==> src/source/audio_pkg.sv <==
package audio_pkg;

    ////////////////////////////////////////////////////////////
    // sample and frame format
    ////////////////////////////////////////////////////////////
    localparam int sample_width    = 24;  // pcm word
    localparam int slot_bits       = 32;  // bclks per channel slot

    ////////////////////////////////////////////////////////////
    // filter bank
    ////////////////////////////////////////////////////////////
    localparam int num_filters     = 2;   // eq bands
    localparam int fir_taps        = 4;   // taps per band
    localparam int coef_width      = 16;  // signed q1.15
    localparam int coef_frac       = 15;  // fraction bits of a coefficient
    localparam int acc_width       = 48;  // per band accumulator
    localparam int coef_addr_width = 3;   // num_filters * fir_taps entries

    ////////////////////////////////////////////////////////////
    // equalizer gains
    ////////////////////////////////////////////////////////////
    localparam int gain_width      = 16;  // unsigned q8.8
    localparam int gain_frac       = 8;   // fraction bits of a gain
    localparam int gain_addr_width = 1;   // one entry per band

    // dac side bit clock
    localparam int bclk_div        = 2;   // sys clks per half bclk

endpackage

==> src/source/i2s_receiver.sv <==
module i2s_receiver (
    input  logic                               clk,
    input  logic                               reset,
    input  logic                               i2s_bclk,
    input  logic                               i2s_lrclk,
    input  logic                               i2s_d,
    output logic                               pcm_valid,
    output logic [audio_pkg::sample_width-1:0] l_pcm,
    output logic [audio_pkg::sample_width-1:0] r_pcm
);

    localparam int cnt_width = $clog2(audio_pkg::slot_bits);

    logic [2:0]                         pin_meta;    // {bclk, lrclk, d}, first flop
    logic [2:0]                         pin_sync;    // second flop
    logic                               bclk_last;   // for edge detect
    logic                               lr_last;     // lrclk seen at last bclk rise
    logic                               bclk_rise;
    logic                               lr_change;
    logic [cnt_width-1:0]               bit_cnt;     // bit position in slot
    logic [audio_pkg::sample_width-1:0] shift_word;

    assign bclk_rise = pin_sync[2] && !bclk_last;
    assign lr_change = pin_sync[1] != lr_last;

    always_ff @(posedge clk) begin
        if (reset) begin
            pin_meta  <= '0;
            pin_sync  <= '0;
            bclk_last <= 1'b0;
            lr_last   <= 1'b0;
            bit_cnt   <= '0;
            pcm_valid <= 1'b0;
        end else begin
            pin_meta  <= {i2s_bclk, i2s_lrclk, i2s_d};
            pin_sync  <= pin_meta;
            bclk_last <= pin_sync[2];
            pcm_valid <= 1'b0;
            if (bclk_rise) begin
                lr_last <= pin_sync[1];
                if (lr_change) begin
                    bit_cnt   <= '0;            // msb comes on next bclk
                    pcm_valid <= !pin_sync[1];  // right slot just finished
                end else if (bit_cnt != cnt_width'(audio_pkg::slot_bits - 1)) begin
                    bit_cnt <= bit_cnt + 1'b1;
                end
            end
        end
    end

    // data capture and word latching
    always_ff @(posedge clk) begin
        if (bclk_rise) begin
            if (lr_change) begin
                if (pin_sync[1])
                    l_pcm <= shift_word;  // left word done
                else
                    r_pcm <= shift_word;  // right word done
            end else if (bit_cnt < cnt_width'(audio_pkg::sample_width)) begin
                shift_word <= {shift_word[audio_pkg::sample_width-2:0], pin_sync[0]};
            end
        end
    end

endmodule

==> src/source/fir_filter_bank.sv <==
module fir_filter_bank (
    input  logic                                      clk,
    input  logic                                      reset,
    input  logic                                      enable,
    input  logic                                      coef_wr_en,
    input  logic                                      coef_addr_reset,
    input  logic signed [audio_pkg::coef_width-1:0]   coef_wr_data,
    input  logic                                      pcm_valid,
    input  logic signed [audio_pkg::sample_width-1:0] l_pcm,
    input  logic signed [audio_pkg::sample_width-1:0] r_pcm,
    output logic                                      coef_addr_zero,
    output logic                                      l_fir_valid,
    output logic                                      r_fir_valid,
    output logic signed [audio_pkg::acc_width-1:0]    l_band_0,
    output logic signed [audio_pkg::acc_width-1:0]    l_band_1,
    output logic signed [audio_pkg::acc_width-1:0]    r_band_0,
    output logic signed [audio_pkg::acc_width-1:0]    r_band_1
);

    localparam int coef_entries = audio_pkg::num_filters * audio_pkg::fir_taps;
    localparam int tap_bits     = $clog2(audio_pkg::fir_taps);
    localparam int step_bits    = audio_pkg::coef_addr_width + 1;  // channel on top

    logic signed [audio_pkg::coef_width-1:0]   coef_mem [coef_entries];
    logic [audio_pkg::coef_addr_width-1:0]     coef_addr;
    logic signed [audio_pkg::sample_width-1:0] l_hist [audio_pkg::fir_taps];
    logic signed [audio_pkg::sample_width-1:0] r_hist [audio_pkg::fir_taps];
    logic                                      busy;
    logic [step_bits-1:0]                      step;   // {chan, band, tap}
    logic [tap_bits-1:0]                       tap;
    logic signed [audio_pkg::sample_width-1:0] hist_tap;
    logic signed [audio_pkg::sample_width+audio_pkg::coef_width-1:0] mult;
    logic signed [audio_pkg::acc_width-1:0]    acc;
    logic signed [audio_pkg::acc_width-1:0]    band_q [2*audio_pkg::num_filters];

    ////////////////////////////////////////////////////////////
    // coefficient table, host side
    ////////////////////////////////////////////////////////////
    assign coef_addr_zero = coef_addr == '0;

    always_ff @(posedge clk) begin
        if (reset || coef_addr_reset)
            coef_addr <= '0;
        else if (coef_wr_en)
            coef_addr <= (coef_addr == audio_pkg::coef_addr_width'(coef_entries - 1)) ?
                         '0 : coef_addr + 1'b1;  // wrap after last entry
    end

    always_ff @(posedge clk) begin
        if (coef_wr_en)
            coef_mem[coef_addr] <= coef_wr_data;
    end

    // sample history, newest in slot 0
    always_ff @(posedge clk) begin
        if (reset || !enable) begin
            for (int k = 0; k < audio_pkg::fir_taps; k++) begin
                l_hist[k] <= '0;
                r_hist[k] <= '0;
            end
        end else if (pcm_valid) begin
            l_hist[0] <= l_pcm;
            r_hist[0] <= r_pcm;
            for (int k = 1; k < audio_pkg::fir_taps; k++) begin
                l_hist[k] <= l_hist[k-1];
                r_hist[k] <= r_hist[k-1];
            end
        end
    end

    ////////////////////////////////////////////////////////////
    // sequential mac, one tap per clock
    ////////////////////////////////////////////////////////////
    assign tap      = step[tap_bits-1:0];
    assign hist_tap = step[step_bits-1] ? r_hist[tap] : l_hist[tap];
    assign mult     = hist_tap * coef_mem[step[audio_pkg::coef_addr_width-1:0]];

    always_ff @(posedge clk) begin
        if (reset) begin
            busy        <= 1'b0;
            step        <= '0;
            l_fir_valid <= 1'b0;
            r_fir_valid <= 1'b0;
        end else begin
            l_fir_valid <= busy && step == step_bits'(coef_entries - 1);      // left bands done
            r_fir_valid <= busy && step == step_bits'(2 * coef_entries - 1);  // right bands done
            if (pcm_valid) begin
                busy <= 1'b1;
                step <= '0;
            end else if (busy) begin
                step <= step + 1'b1;
                if (step == step_bits'(2 * coef_entries - 1))
                    busy <= 1'b0;
            end
        end
    end

    always_ff @(posedge clk) begin
        if (busy) begin
            acc <= (tap == '0) ? mult : acc + mult;  // restart per band
            if (tap == tap_bits'(audio_pkg::fir_taps - 1))
                band_q[step[step_bits-1:tap_bits]] <= acc + mult;
        end
    end

    assign l_band_0 = band_q[0];
    assign l_band_1 = band_q[1];
    assign r_band_0 = band_q[2];
    assign r_band_1 = band_q[3];

    // next sample must find the sequencer idle
    assert property (@(posedge clk) disable iff (reset) pcm_valid |-> !busy)
        else $error("pcm_valid while filter sequencer busy");
    assert property (@(posedge clk) disable iff (reset)
        (l_fir_valid || r_fir_valid) |=> !(l_fir_valid || r_fir_valid))
        else $error("fir valids high in consecutive cycles");

endmodule

==> src/source/equalizer_gains.sv <==
module equalizer_gains (
    input  logic                                      clk,
    input  logic                                      reset,
    input  logic                                      eq_bypass,
    input  logic                                      eq_wr_en,
    input  logic [audio_pkg::gain_width-1:0]          eq_wr_data,
    input  logic                                      l_fir_valid,
    input  logic                                      r_fir_valid,
    input  logic signed [audio_pkg::acc_width-1:0]    l_band_0,
    input  logic signed [audio_pkg::acc_width-1:0]    l_band_1,
    input  logic signed [audio_pkg::acc_width-1:0]    r_band_0,
    input  logic signed [audio_pkg::acc_width-1:0]    r_band_1,
    output logic                                      eq_addr_zero,
    output logic                                      l_eq_valid,
    output logic                                      r_eq_valid,
    output logic signed [audio_pkg::sample_width-1:0] l_eq,
    output logic signed [audio_pkg::sample_width-1:0] r_eq
);

    localparam int wide = audio_pkg::acc_width + audio_pkg::gain_width + 1;
    localparam logic signed [wide-1:0] pos_max = 2 ** (audio_pkg::sample_width - 1) - 1;
    localparam logic signed [wide-1:0] neg_max = -(2 ** (audio_pkg::sample_width - 1));

    logic [audio_pkg::gain_width-1:0]          gain_mem [audio_pkg::num_filters];
    logic [audio_pkg::gain_addr_width-1:0]     gain_addr;
    logic signed [audio_pkg::acc_width-1:0]    band_sel [audio_pkg::num_filters];
    logic signed [wide-1:0]                    filt_0;  // band 0 back at sample scale
    logic signed [wide-1:0]                    eq_sum;
    logic signed [audio_pkg::sample_width-1:0] eq_out;

    function automatic logic signed [audio_pkg::sample_width-1:0] saturate(
        input logic signed [wide-1:0] v
    );
        if (v > pos_max)
            return pos_max[audio_pkg::sample_width-1:0];
        else if (v < neg_max)
            return neg_max[audio_pkg::sample_width-1:0];
        return v[audio_pkg::sample_width-1:0];
    endfunction

    // gain table, same auto increment scheme as the coefficients
    assign eq_addr_zero = gain_addr == '0;

    always_ff @(posedge clk) begin
        if (reset)
            gain_addr <= '0;
        else if (eq_wr_en)
            gain_addr <= (gain_addr == audio_pkg::gain_addr_width'(audio_pkg::num_filters - 1)) ?
                         '0 : gain_addr + 1'b1;
    end

    always_ff @(posedge clk) begin
        if (eq_wr_en)
            gain_mem[gain_addr] <= eq_wr_data;
    end

    ////////////////////////////////////////////////////////////
    // shared scaling path, left and right never valid together
    ////////////////////////////////////////////////////////////
    always_comb begin
        band_sel[0] = r_fir_valid ? r_band_0 : l_band_0;
        band_sel[1] = r_fir_valid ? r_band_1 : l_band_1;
        filt_0      = band_sel[0] >>> audio_pkg::coef_frac;
        eq_sum      = '0;
        for (int b = 0; b < audio_pkg::num_filters; b++) begin
            eq_sum = eq_sum + (((band_sel[b] >>> audio_pkg::coef_frac) *
                     $signed({1'b0, gain_mem[b]})) >>> audio_pkg::gain_frac);
        end
        eq_out = eq_bypass ? saturate(filt_0) : saturate(eq_sum);
    end

    always_ff @(posedge clk) begin
        if (reset) begin
            l_eq_valid <= 1'b0;
            r_eq_valid <= 1'b0;
        end else begin
            l_eq_valid <= l_fir_valid;
            r_eq_valid <= r_fir_valid;
        end
    end

    always_ff @(posedge clk) begin
        if (l_fir_valid)
            l_eq <= eq_out;
        if (r_fir_valid)
            r_eq <= eq_out;
    end

endmodule

==> src/source/i2s_transmitter.sv <==
module i2s_transmitter (
    input  logic                               clk,
    input  logic                               reset,
    input  logic                               enable,
    input  logic                               bypass,
    input  logic                               pcm_valid,
    input  logic [audio_pkg::sample_width-1:0] l_pcm,
    input  logic [audio_pkg::sample_width-1:0] r_pcm,
    input  logic                               l_eq_valid,
    input  logic                               r_eq_valid,
    input  logic [audio_pkg::sample_width-1:0] l_eq,
    input  logic [audio_pkg::sample_width-1:0] r_eq,
    output logic                               dac_bclk,
    output logic                               dac_lrclk,
    output logic                               dac_data
);

    localparam int frame_bits = 2 * audio_pkg::slot_bits;
    localparam int pad_bits   = audio_pkg::slot_bits - audio_pkg::sample_width;
    localparam int div_width  = $clog2(audio_pkg::bclk_div);

    logic [div_width-1:0]               div_cnt;
    logic                               div_tick;     // half bclk elapsed
    logic                               bclk_fall;
    logic                               frame_start;  // lrclk about to fall
    logic [$clog2(frame_bits)-1:0]      bit_idx;
    logic [$clog2(frame_bits)-1:0]      bit_next;
    logic [frame_bits-1:0]              frame_shift;
    logic [frame_bits-1:0]              next_frame;
    logic [audio_pkg::sample_width-1:0] l_stage;      // left eq word waiting for right
    logic [audio_pkg::sample_width-1:0] pair_l;
    logic [audio_pkg::sample_width-1:0] pair_r;
    logic                               l_seen;

    ////////////////////////////////////////////////////////////
    // source select and pair hold
    ////////////////////////////////////////////////////////////
    always_ff @(posedge clk) begin
        if (reset) begin
            pair_l <= '0;
            pair_r <= '0;
            l_seen <= 1'b0;
        end else if (bypass) begin
            if (pcm_valid) begin
                pair_l <= l_pcm;  // receiver pair straight through
                pair_r <= r_pcm;
            end
        end else begin
            if (l_eq_valid) begin
                l_stage <= l_eq;
                l_seen  <= 1'b1;
            end
            if (r_eq_valid) begin
                pair_l <= l_stage;  // pair swaps in whole
                pair_r <= r_eq;
                l_seen <= 1'b0;
            end
        end
    end

    ////////////////////////////////////////////////////////////
    // bit clock, frame counter and serializer
    ////////////////////////////////////////////////////////////
    assign div_tick    = div_cnt == div_width'(audio_pkg::bclk_div - 1);
    assign bclk_fall   = div_tick && dac_bclk;
    assign bit_next    = bit_idx + 1'b1;
    assign frame_start = bclk_fall && bit_idx == '1;
    assign next_frame  = enable ? {pair_l, {pad_bits{1'b0}}, pair_r, {pad_bits{1'b0}}} : '0;

    always_ff @(posedge clk) begin
        if (reset) begin
            div_cnt     <= '0;
            bit_idx     <= '0;
            dac_bclk    <= 1'b0;
            dac_lrclk   <= 1'b0;
            dac_data    <= 1'b0;
            frame_shift <= '0;
        end else begin
            div_cnt <= div_tick ? '0 : div_cnt + 1'b1;
            if (div_tick)
                dac_bclk <= !dac_bclk;
            if (bclk_fall) begin
                bit_idx     <= bit_next;
                dac_lrclk   <= bit_next[$clog2(frame_bits)-1];   // high for right slot
                dac_data    <= frame_shift[frame_bits-1];        // one bit behind lrclk
                frame_shift <= frame_start ? next_frame : frame_shift << 1;
            end
        end
    end

    assert property (@(posedge clk) disable iff (reset) (r_eq_valid && !bypass) |-> l_seen)
        else $error("right eq word without a left one");

endmodule

==> src/source/audio_processing.sv <==
module audio_processing (
    input  logic                             clk,
    input  logic                             reset,
    input  logic                             enable,
    input  logic                             bypass,
    input  logic                             eq_bypass,
    input  logic                             i2s_bclk,
    input  logic                             i2s_lrclk,
    input  logic                             i2s_d,
    input  logic                             coef_wr_en,
    input  logic                             coef_addr_reset,
    input  logic [audio_pkg::coef_width-1:0] coef_wr_data,
    input  logic                             eq_wr_en,
    input  logic [audio_pkg::gain_width-1:0] eq_wr_data,
    output logic                             coef_addr_zero,
    output logic                             eq_addr_zero,
    output logic                             dac_bclk,
    output logic                             dac_lrclk,
    output logic                             dac_data
);

    logic                               pcm_valid;
    logic [audio_pkg::sample_width-1:0] l_pcm, r_pcm;
    logic                               l_fir_valid, r_fir_valid;
    logic [audio_pkg::acc_width-1:0]    l_band_0, l_band_1, r_band_0, r_band_1;
    logic                               l_eq_valid, r_eq_valid;
    logic [audio_pkg::sample_width-1:0] l_eq, r_eq;

    i2s_receiver rx (                            // decode
        .clk, .reset, .i2s_bclk, .i2s_lrclk, .i2s_d,
        .pcm_valid, .l_pcm, .r_pcm
    );

    fir_filter_bank fir (                        // execute, filtering
        .clk, .reset, .enable, .coef_wr_en, .coef_addr_reset, .coef_wr_data,
        .pcm_valid, .l_pcm, .r_pcm, .coef_addr_zero, .l_fir_valid, .r_fir_valid,
        .l_band_0, .l_band_1, .r_band_0, .r_band_1
    );

    equalizer_gains eq (                         // execute, band weighting
        .clk, .reset, .eq_bypass, .eq_wr_en, .eq_wr_data, .l_fir_valid, .r_fir_valid,
        .l_band_0, .l_band_1, .r_band_0, .r_band_1,
        .eq_addr_zero, .l_eq_valid, .r_eq_valid, .l_eq, .r_eq
    );

    i2s_transmitter tx (                         // result, dac side
        .clk, .reset, .enable, .bypass, .pcm_valid, .l_pcm, .r_pcm,
        .l_eq_valid, .r_eq_valid, .l_eq, .r_eq, .dac_bclk, .dac_lrclk, .dac_data
    );

endmodule

==> config.mk <==
export PLATFORM = sky130hd
export DESIGN_NAME = audio_processing
export DESIGN_NICKNAME = d
export VERILOG_FILES = /design/src/source/audio_pkg.sv /design/src/source/i2s_receiver.sv /design/src/source/fir_filter_bank.sv /design/src/source/equalizer_gains.sv /design/src/source/i2s_transmitter.sv /design/src/source/audio_processing.sv
export SDC_FILE = /design/constraint.sdc
export NUM_CORES = 2
export LEC_CHECK = 0
export ABC_AREA = 1
export BUFFER_PORTS_ARGS = -buffer_cell sky130_fd_sc_hd__buf_2
export CAP_MARGIN = 20
export CORE_ASPECT_RATIO = 0.7
export CORE_UTILIZATION = 55
export DETAILED_ROUTE_END_ITERATION = 6
export PLACE_DENSITY = 0.75
export SLEW_MARGIN = 20
export SYNTH_ARGS = -nofsm -noshare
export SYNTH_HDL_FRONTEND = slang
export SYNTH_SLANG_ARGS = --single-unit
==> constraint.sdc <==
create_clock -name clk -period 25.3 [get_ports clk]
set_input_delay 1.265 -clock clk [delete_from_list [all_inputs] [get_ports clk]]
set_output_delay 1.265 -clock clk [all_outputs]
set_load 0.01 [all_outputs]
-- Yosys cells after proc, flatten, opt, wreduce, memory -nomap -nowiden
Memory sizes are Yosys's and may differ from the RTL's. A register that Yosys moved wholly into a read port is not among the register bits.
Index checks and enable logic that the tools add are counted.
- flip-flop bits (word level): 341
- memories: 5
- memory bits (writable): 544
- output and inout bits: 5
- memory list (memory ; words ; bits a word ; read ports ; clocked after Yosys merged registers in ; write ports ; line ; source):
    fir.band_q ; 4 ; 48 ; 4 ; 0 ; 1 ; fir_filter_bank.sv:34 ; logic signed [audio_pkg::acc_width-1:0] band_q [2*audio_pkg::num_filters];
    fir.coef_mem ; 8 ; 16 ; 1 ; 1 ; 1 ; fir_filter_bank.sv:24 ; logic signed [audio_pkg::coef_width-1:0] coef_mem [coef_entries];
    fir.l_hist ; 4 ; 24 ; 4 ; 1 ; 4 ; fir_filter_bank.sv:26 ; logic signed [audio_pkg::sample_width-1:0] l_hist [audio_pkg::fir_taps];
    fir.r_hist ; 4 ; 24 ; 4 ; 1 ; 4 ; fir_filter_bank.sv:27 ; logic signed [audio_pkg::sample_width-1:0] r_hist [audio_pkg::fir_taps];
    eq.gain_mem ; 2 ; 16 ; 2 ; 0 ; 1 ; equalizer_gains.sv:24 ; logic [audio_pkg::gain_width-1:0] gain_mem [audio_pkg::num_filters];
- mux-type cells: 56
- $mul: 3
- equality and inequality tests: 8
- bitwise logic cells: 14
- $add $sub $neg: 8
- reductions and logical operators: 24
- magnitude comparators: 5
- operator list (kind ; count):
    $mux W24 ; 22
    $mux W48 ; 3
    $mux W64 ; 2
    $mul A33 B17 Y50 ; 2
    $gt A65 B24 Y1 const B ; 1
    $lt A65 B24 Y1 const B ; 1
    $add A48 B40 Y48 ; 1
    $add A42 B42 Y43 ; 1
    $mul A24 B16 Y40 ; 1
    $gt A33 B24 Y1 const B ; 1
    $lt A33 B24 Y1 const B ; 1
    $mux W1 ; 20
    $reduce_and A3 Y1 ; 4
    $mux W5 ; 2
    $mux W3 ; 3
    $mux W2 ; 4
    $or A1 B1 Y1 ; 8
    $add A6 B1 Y6 const B ; 1
    $eq A6 B6 Y1 const B ; 1
    $not A1 Y1 ; 6
    $add A5 B1 Y5 const B ; 1
    $logic_and A1 B1 Y1 ; 5
    $lt A5 B5 Y1 const B ; 1
    $ne A5 B5 Y1 const B ; 1
    other kinds (17) ; 25

-- Logic depth before layout (Yosys ltp)
- word-level depth: 8
- depth in mapped cells: 54
- mapped depth without buffers: 50

-- Cells and area by module
Synthesis repeated with hierarchy kept, for this count alone.
- cell total of the unflattened synthesis: 10909
- area, all modules: 93719.9 µm²
- modules (own cells, without submodules) (module ; cells each ; instances ; area an instance (µm²)):
    equalizer_gains ; 5665 ; 1 ; 44133.6
    fir_filter_bank ; 4300 ; 1 ; 40691.5
    i2s_transmitter ; 796 ; 1 ; 6112.1
    i2s_receiver ; 148 ; 1 ; 2782.7

-- Worst setup path before layout
OpenSTA, ideal clock, no wires.
- path type: register -> register
- start point: register fir.r_fir_valid
- end point: register eq.l_eq[5] in the netlist's numbering (data pin)
- cell stages (with the launch flop): 47
- required time: 25.041 ns
- clock period less this slack: 9.130 ns
- arrival: 8.870 ns
- path buffers: 5
- setup time: 0.259 ns
- setup slack: 16.170 ns
- cell sequence: dfxtp_1 clkbuf_1 clkbuf_1 clkbuf_1 or2_2 nand2_1 inv_1 clkbuf_1 nand2_1 fa_1 fa_1 fa_1 fa_1 inv_1 fa_1 inv_1 fa_1 inv_1 [... 11 more ...] nand2_1 ha_1 nand2_1 nor2_1 nand2_1 nor2_2 nand2_1 nand2_1 nand2_1 nand2_1 nand2_1 nor2_1 nand3_1 nor2_2 nand2_2 a21oi_4 buf_6 a21oi_2
- longest elaborated chain between the ends: 8
- elaborated cells on any way between the ends: 18
- ends and longest elaborated chain (item ; line ; source):
    from (decl) ; fir_filter_bank.sv:13 ; output logic r_fir_valid,
    from (signal assigned) ; fir_filter_bank.sv:86 ; r_fir_valid <= busy && step == step_bits'(2 * coef_entries - 1);
    $mux W48, on equally long branches ; equalizer_gains.sv:61, equalizer_gains.sv:62 ;
    $mul A33 B17 Y50 ; equalizer_gains.sv:66 ; eq_sum = eq_sum + (((band_sel[b] >>> audio_pkg::coef_frac) *
    $add A42 B42 Y43 ; equalizer_gains.sv:66 ;
    $lt A65 B24 Y1 ; equalizer_gains.sv:36 ; else if (v < neg_max)
    $mux W1 ; equalizer_gains.sv:36 ;
    $mux W1 ; equalizer_gains.sv:34 ; if (v > pos_max)
    $mux W24 ; equalizer_gains.sv:38 ; return v[audio_pkg::sample_width-1:0];
    $mux W24 * ; equalizer_gains.sv:69 ; eq_out = eq_bypass ? saturate(filt_0) : saturate(eq_sum);
    net eq.eq_out (one bit) ; equalizer_gains.sv:29 ; logic signed [audio_pkg::sample_width-1:0] eq_out;
    to (signal assigned) ; equalizer_gains.sv:84 ; l_eq <= eq_out;
    to (decl) ; equalizer_gains.sv:16 ; output logic signed [audio_pkg::sample_width-1:0] l_eq,
Mark *: on every way through the listed nets, which the timed path passes. The rest lies on a longest branch.
A chain may end at the register's enable or synchronous reset.

-- Worst setup path in the final report
- start point: register fir.r_fir_valid
- end point: register eq.r_eq[2] in the netlist's numbering (data pin)
- longest elaborated chain between the ends: 8
- elaborated cells on any way between the ends: 18
- ends and longest elaborated chain (item ; line ; source):
    $mux W48, on equally long branches ; equalizer_gains.sv:61, equalizer_gains.sv:62 ;
    $mul A33 B17 Y50 ; equalizer_gains.sv:66 ;
    $add A42 B42 Y43 ; equalizer_gains.sv:66 ;
    $lt A65 B24 Y1 ; equalizer_gains.sv:36 ;
    $mux W1 ; equalizer_gains.sv:36 ;
    $mux W1 ; equalizer_gains.sv:34 ;
    $mux W24 ; equalizer_gains.sv:38 ;
    $mux W24 * ; equalizer_gains.sv:69 ;
    net eq.eq_out (one bit) ; equalizer_gains.sv:29 ;
    to (signal assigned) ; equalizer_gains.sv:86 ; r_eq <= eq_out;
    to (decl) ; equalizer_gains.sv:17 ; output logic signed [audio_pkg::sample_width-1:0] r_eq
Marked as above.

==> impl_metrics.csv <==
group,metric,value,unit
timing,timing.final.hold_violations,0,
timing,rsz0062_at_grt,"no",
synthesis,synth_top_cells_by_area,"sky130_fd_sc_hd__fa_1, sky130_fd_sc_hd__edfxtp_1, sky130_fd_sc_hd__inv_1, sky130_fd_sc_hd__nand2_1, sky130_fd_sc_hd__ha_1",
timing,slew_headroom,0.1490,
floorplanning,die_h,338.6,um
synthesis,yosys.area_share.simple,0.1573,
routing,routed_wl,282700,um
floorplanning,floorplan.rows,123,
global_routing,antenna_found_initial,13,
synthesis,synthDominantAreaCellType,"sky130_fd_sc_hd__fa_1",
timing,fmax,81.72,MHz
run_status,status,"complete, but fails checks",
floorplanning,io_pins,48,
synthesis,combinational_family_with_the_most_area_after_synthesis,"adder cells",
setup_path,crit_fanout,35,
clocking,cts_made_buffers,79,
synthesis,synthCells,10310,
setup_path,cp.required,25690,ps
synthesis,synth_adder_area_share,0.3702,
global_routing,grt.total_usage,0.3514,
setup_path,startpoint_type,"flip-flop",
timing,final_worst_path_period_need,12240,ps
setup_path,critical_path_cell_with_the_highest_stage_delay,"sky130_fd_sc_hd__a21oi_4",
clocking,worst_skew_pair_latency,710,ps
floorplanning,core,160700,um^2
synthesis,yosysMostFrequentCell,"sky130_fd_sc_hd__inv_1",
synthesis,yosysUniqueCellTypes,53,
routing,dr_vias,70550,
placement,globalplace.congestion,1.055,
clocking,post_cts_hold_buffer_count,0,
routing,drt.antenna.violating_nets,0,
floorplanning,starting_density_of_the_core,0.5542,
timing,worstMarginPinSlew,1267,ps
setup_path,worst-path-buf-inv,7,
setup_path,path_common_cell,"sky130_fd_sc_hd__nand2_1",
synthesis,synth_edf_count,676,
layout,syn2layout_area_growth,5.753,%
clocking,cts-resized-gates,0,
setup_path,critical-path-max-stage-delay,850,ps
clocking,cts.sinks,819,
global_routing,grt_pass1_vias,71290,
clocking,cts.htree.levels,3,
placement,io_port_bufs,47,
synthesis,yosys.area_share.xor_xnor,0.02026,
routing,detail_route.iter0.violations,9142,
timing,fin_crit_sh,0.4837,
clocking,clk_path_buf_depth,3,
timing,finalMaxSlewViolations,0,
run,timing.max_cap.violations,0,
synthesis,ys_top_cells_by_count,"sky130_fd_sc_hd__inv_1, sky130_fd_sc_hd__nand2_1, sky130_fd_sc_hd__fa_1",
clocking,cts.root.buffer_cell,"sky130_fd_sc_hd__clkbuf_16",
hold_path,timing.hold.worst.class,"flip-flop to flip-flop",
synthesis,synth_compound_gate_area_share,0.07616,
synthesis,syn_area,89040,um^2
timing,clock-skew-final,69.98,ps
placement,post-dp-hpwl,224700,um
synthesis,post_synth.cell_area_avg,8.637,um^2
synthesis,ys_dominant_reg_cell,"sky130_fd_sc_hd__edfxtp_1",
floorplanning,die_x_extent,482.9,um
global_routing,grt_remaining_overflow,0,
clocking,cts_post_setup_buffers_inserted,0,
synthesis,postSynthNetCount,12160,
layout,final_net_count,12030,
layout,post_route_cells_drive_above_1_share,0.04911,
global_routing,grt_start_max_net_pins,99,
routing,drt_first_pass_iters,7,
synthesis,synthArstFlopShare,0,
routing,wl_per_cell,22.85,um
synthesis,ys_seq_elements,819,
synthesis,synth_warnings,0,
floorplanning,die_area,163500,um^2
routing,viasPerCell,5.703,
routing,residual_drc,20,
clocking,clk_transition_reported_paths,70,ps
global_routing,first_pass_grt_wire_length,431900,um
synthesis,synth_top_area_share,0.3098,
clocking,cts_tree,"built",
setup_path,critPathArrivalTime,12620,ps
setup_path,path_delay_family,"adder cells",
synthesis,synth.mux.area_fraction,0,
timing,finalSetupViolations,0,
synthesis,synth.yosys.seq_area_share,0.2601,
run_status,violations,"DRC",
setup_path,cp_class,"flip-flop to flip-flop",
setup_path,setup.worst_path.end_class,"flip-flop",
timing,fin_setup_tns,0,ps
[routing by layer]
metal | vias to the layer above | global-route usage | wire length [um]
li1 | 31000 | - | -
met1 | 34520 | 0.5307 | 120100
met2 | 4424 | 0.4674 | 109900
met3 | 580 | 0.1252 | 42420
met4 | 16 | 0.1076 | 10120
met5 | - | 0.001765 | 138
[registers in the layout, summed over array words and instances (netlist names), 32 cells and up, named ones only]
signal / flops
fir.r_hist: 96
tx.frame_shift: 56
fir.band_q: 132
fir.acc: 48
fir.coef_mem: 128
eq.gain_mem: 32
fir.l_hist: 96
[worst paths after layout]
kind	from	endpoint	slack, ps	cells after the start
max reg2reg	fir.r_fir_valid	eq.r_eq[2]	13060	40
max	fir.r_fir_valid	eq.r_eq[2]	13060	40
min reg2reg	rx.pin_meta[2]	rx.pin_sync[2]	410	2
min	rx.pin_meta[2]	rx.pin_sync[2]	410	2
[cell usage in the layout (no fill, tap or decap), drive strengths merged, types with 3 or more instances in the layout]
| master | Yosys | final |
|---|---|---|
| o31ai | 5 | 5 |
| fa | 1378 | 1378 |
| nand2 | 2018 | 2018 |
| buf | 37 | 158 |
| nor4 | 14 | 14 |
| a21oi | 497 | 497 |
| a221oi | 3 | 3 |
| xnor2 | 79 | 79 |
| a211oi | 29 | 29 |
| clkbuf | 332 | 103 |
| o211ai | 11 | 11 |
| o21a | 14 | 14 |
| nand4 | 28 | 28 |
| a21boi | 5 | 5 |
| nor3 | 44 | 44 |
| o21ai | 440 | 440 |
| nor2 | 1169 | 1169 |
| and2 | 7 | 7 |
| clkinv | 31 | 56 |
| o32ai | 32 | 32 |
| xor2 | 127 | 127 |
| a31oi | 101 | 101 |
| or2 | 128 | 128 |
| ha | 430 | 430 |
| diode | 0 | 3 |
| dfxtp | 143 | 143 |
| inv | 2331 | 2342 |
| bufinv | 0 | 6 |
| o221ai | 6 | 6 |
| edfxtp | 676 | 676 |
| o21bai | 13 | 13 |
| nand3 | 118 | 118 |
| o22ai | 32 | 32 |
| a21o | 21 | 21 |
[area by class of cell]
| cell class | count | area [um^2] |
|---|---|---|
| diodes | 3 | 7.507 |
| well taps | 2125 | 2659 |
| inverters | 2362 | 8869 |
| fillers | 13960 | 66510 |
| clock inverters | 43 | 544.3 |
| repair buffers | 158 | 1109 |
| clock buffers | 103 | 2088 |
| flip-flops and latches | 819 | 23170 |
| multi-input cells | 6758 | 55720 |
[through the flow]
step | cell area [um^2] | hold slack [ps] | util | instances | setup WS, ps
2_1_floorplan | 89040 | 385.5 | - | 10310 | 16170
3_3_place_gp | 91460 | 400.9 | 0.5692 | 12220 | 13300
3_5_place_dp | 91460 | 399.5 | 0.5692 | 12220 | 13290
4_1_cts | 94090 | 411.2 | 0.5856 | 12370 | 13250
5_1_grt | 94160 | 422.4 | 0.5861 | 12370 | 12660
6_report | 94160 | 407.8 | 0.5861 | 12370 | 13060
[cells by family (layout without fill, tap and decap cells)]
| group | after synthesis | in the layout |
|---|---|---|
| and+or+nand+nor | 3530 | 3530 |
| buffers and inverters | 2732 | 2666 |
| adders and majority gates | 1808 | 1808 |
| xor gates and xnor gates | 206 | 206 |
| DFF | 819 | 819 |
| other | 0 | 3 |
| AOI/OAI and AO/OA | 1214 | 1214 |
[worst reg2reg max path, delay by kind of cell, from the launching register on]
family	cells	cell delay [ps]
flip-flops	1	320
AO/OA/AOI/OAI	6	2090
AND/OR/NAND/NOR	18	3240
adder cells (fa/ha/maj)	8	3940
buffers and inverters	7	1820
XOR/XNOR	1	510
Power is not shown: default switching activity piles up to over one toggle a cycle in this logic, so the estimate is an artifact.
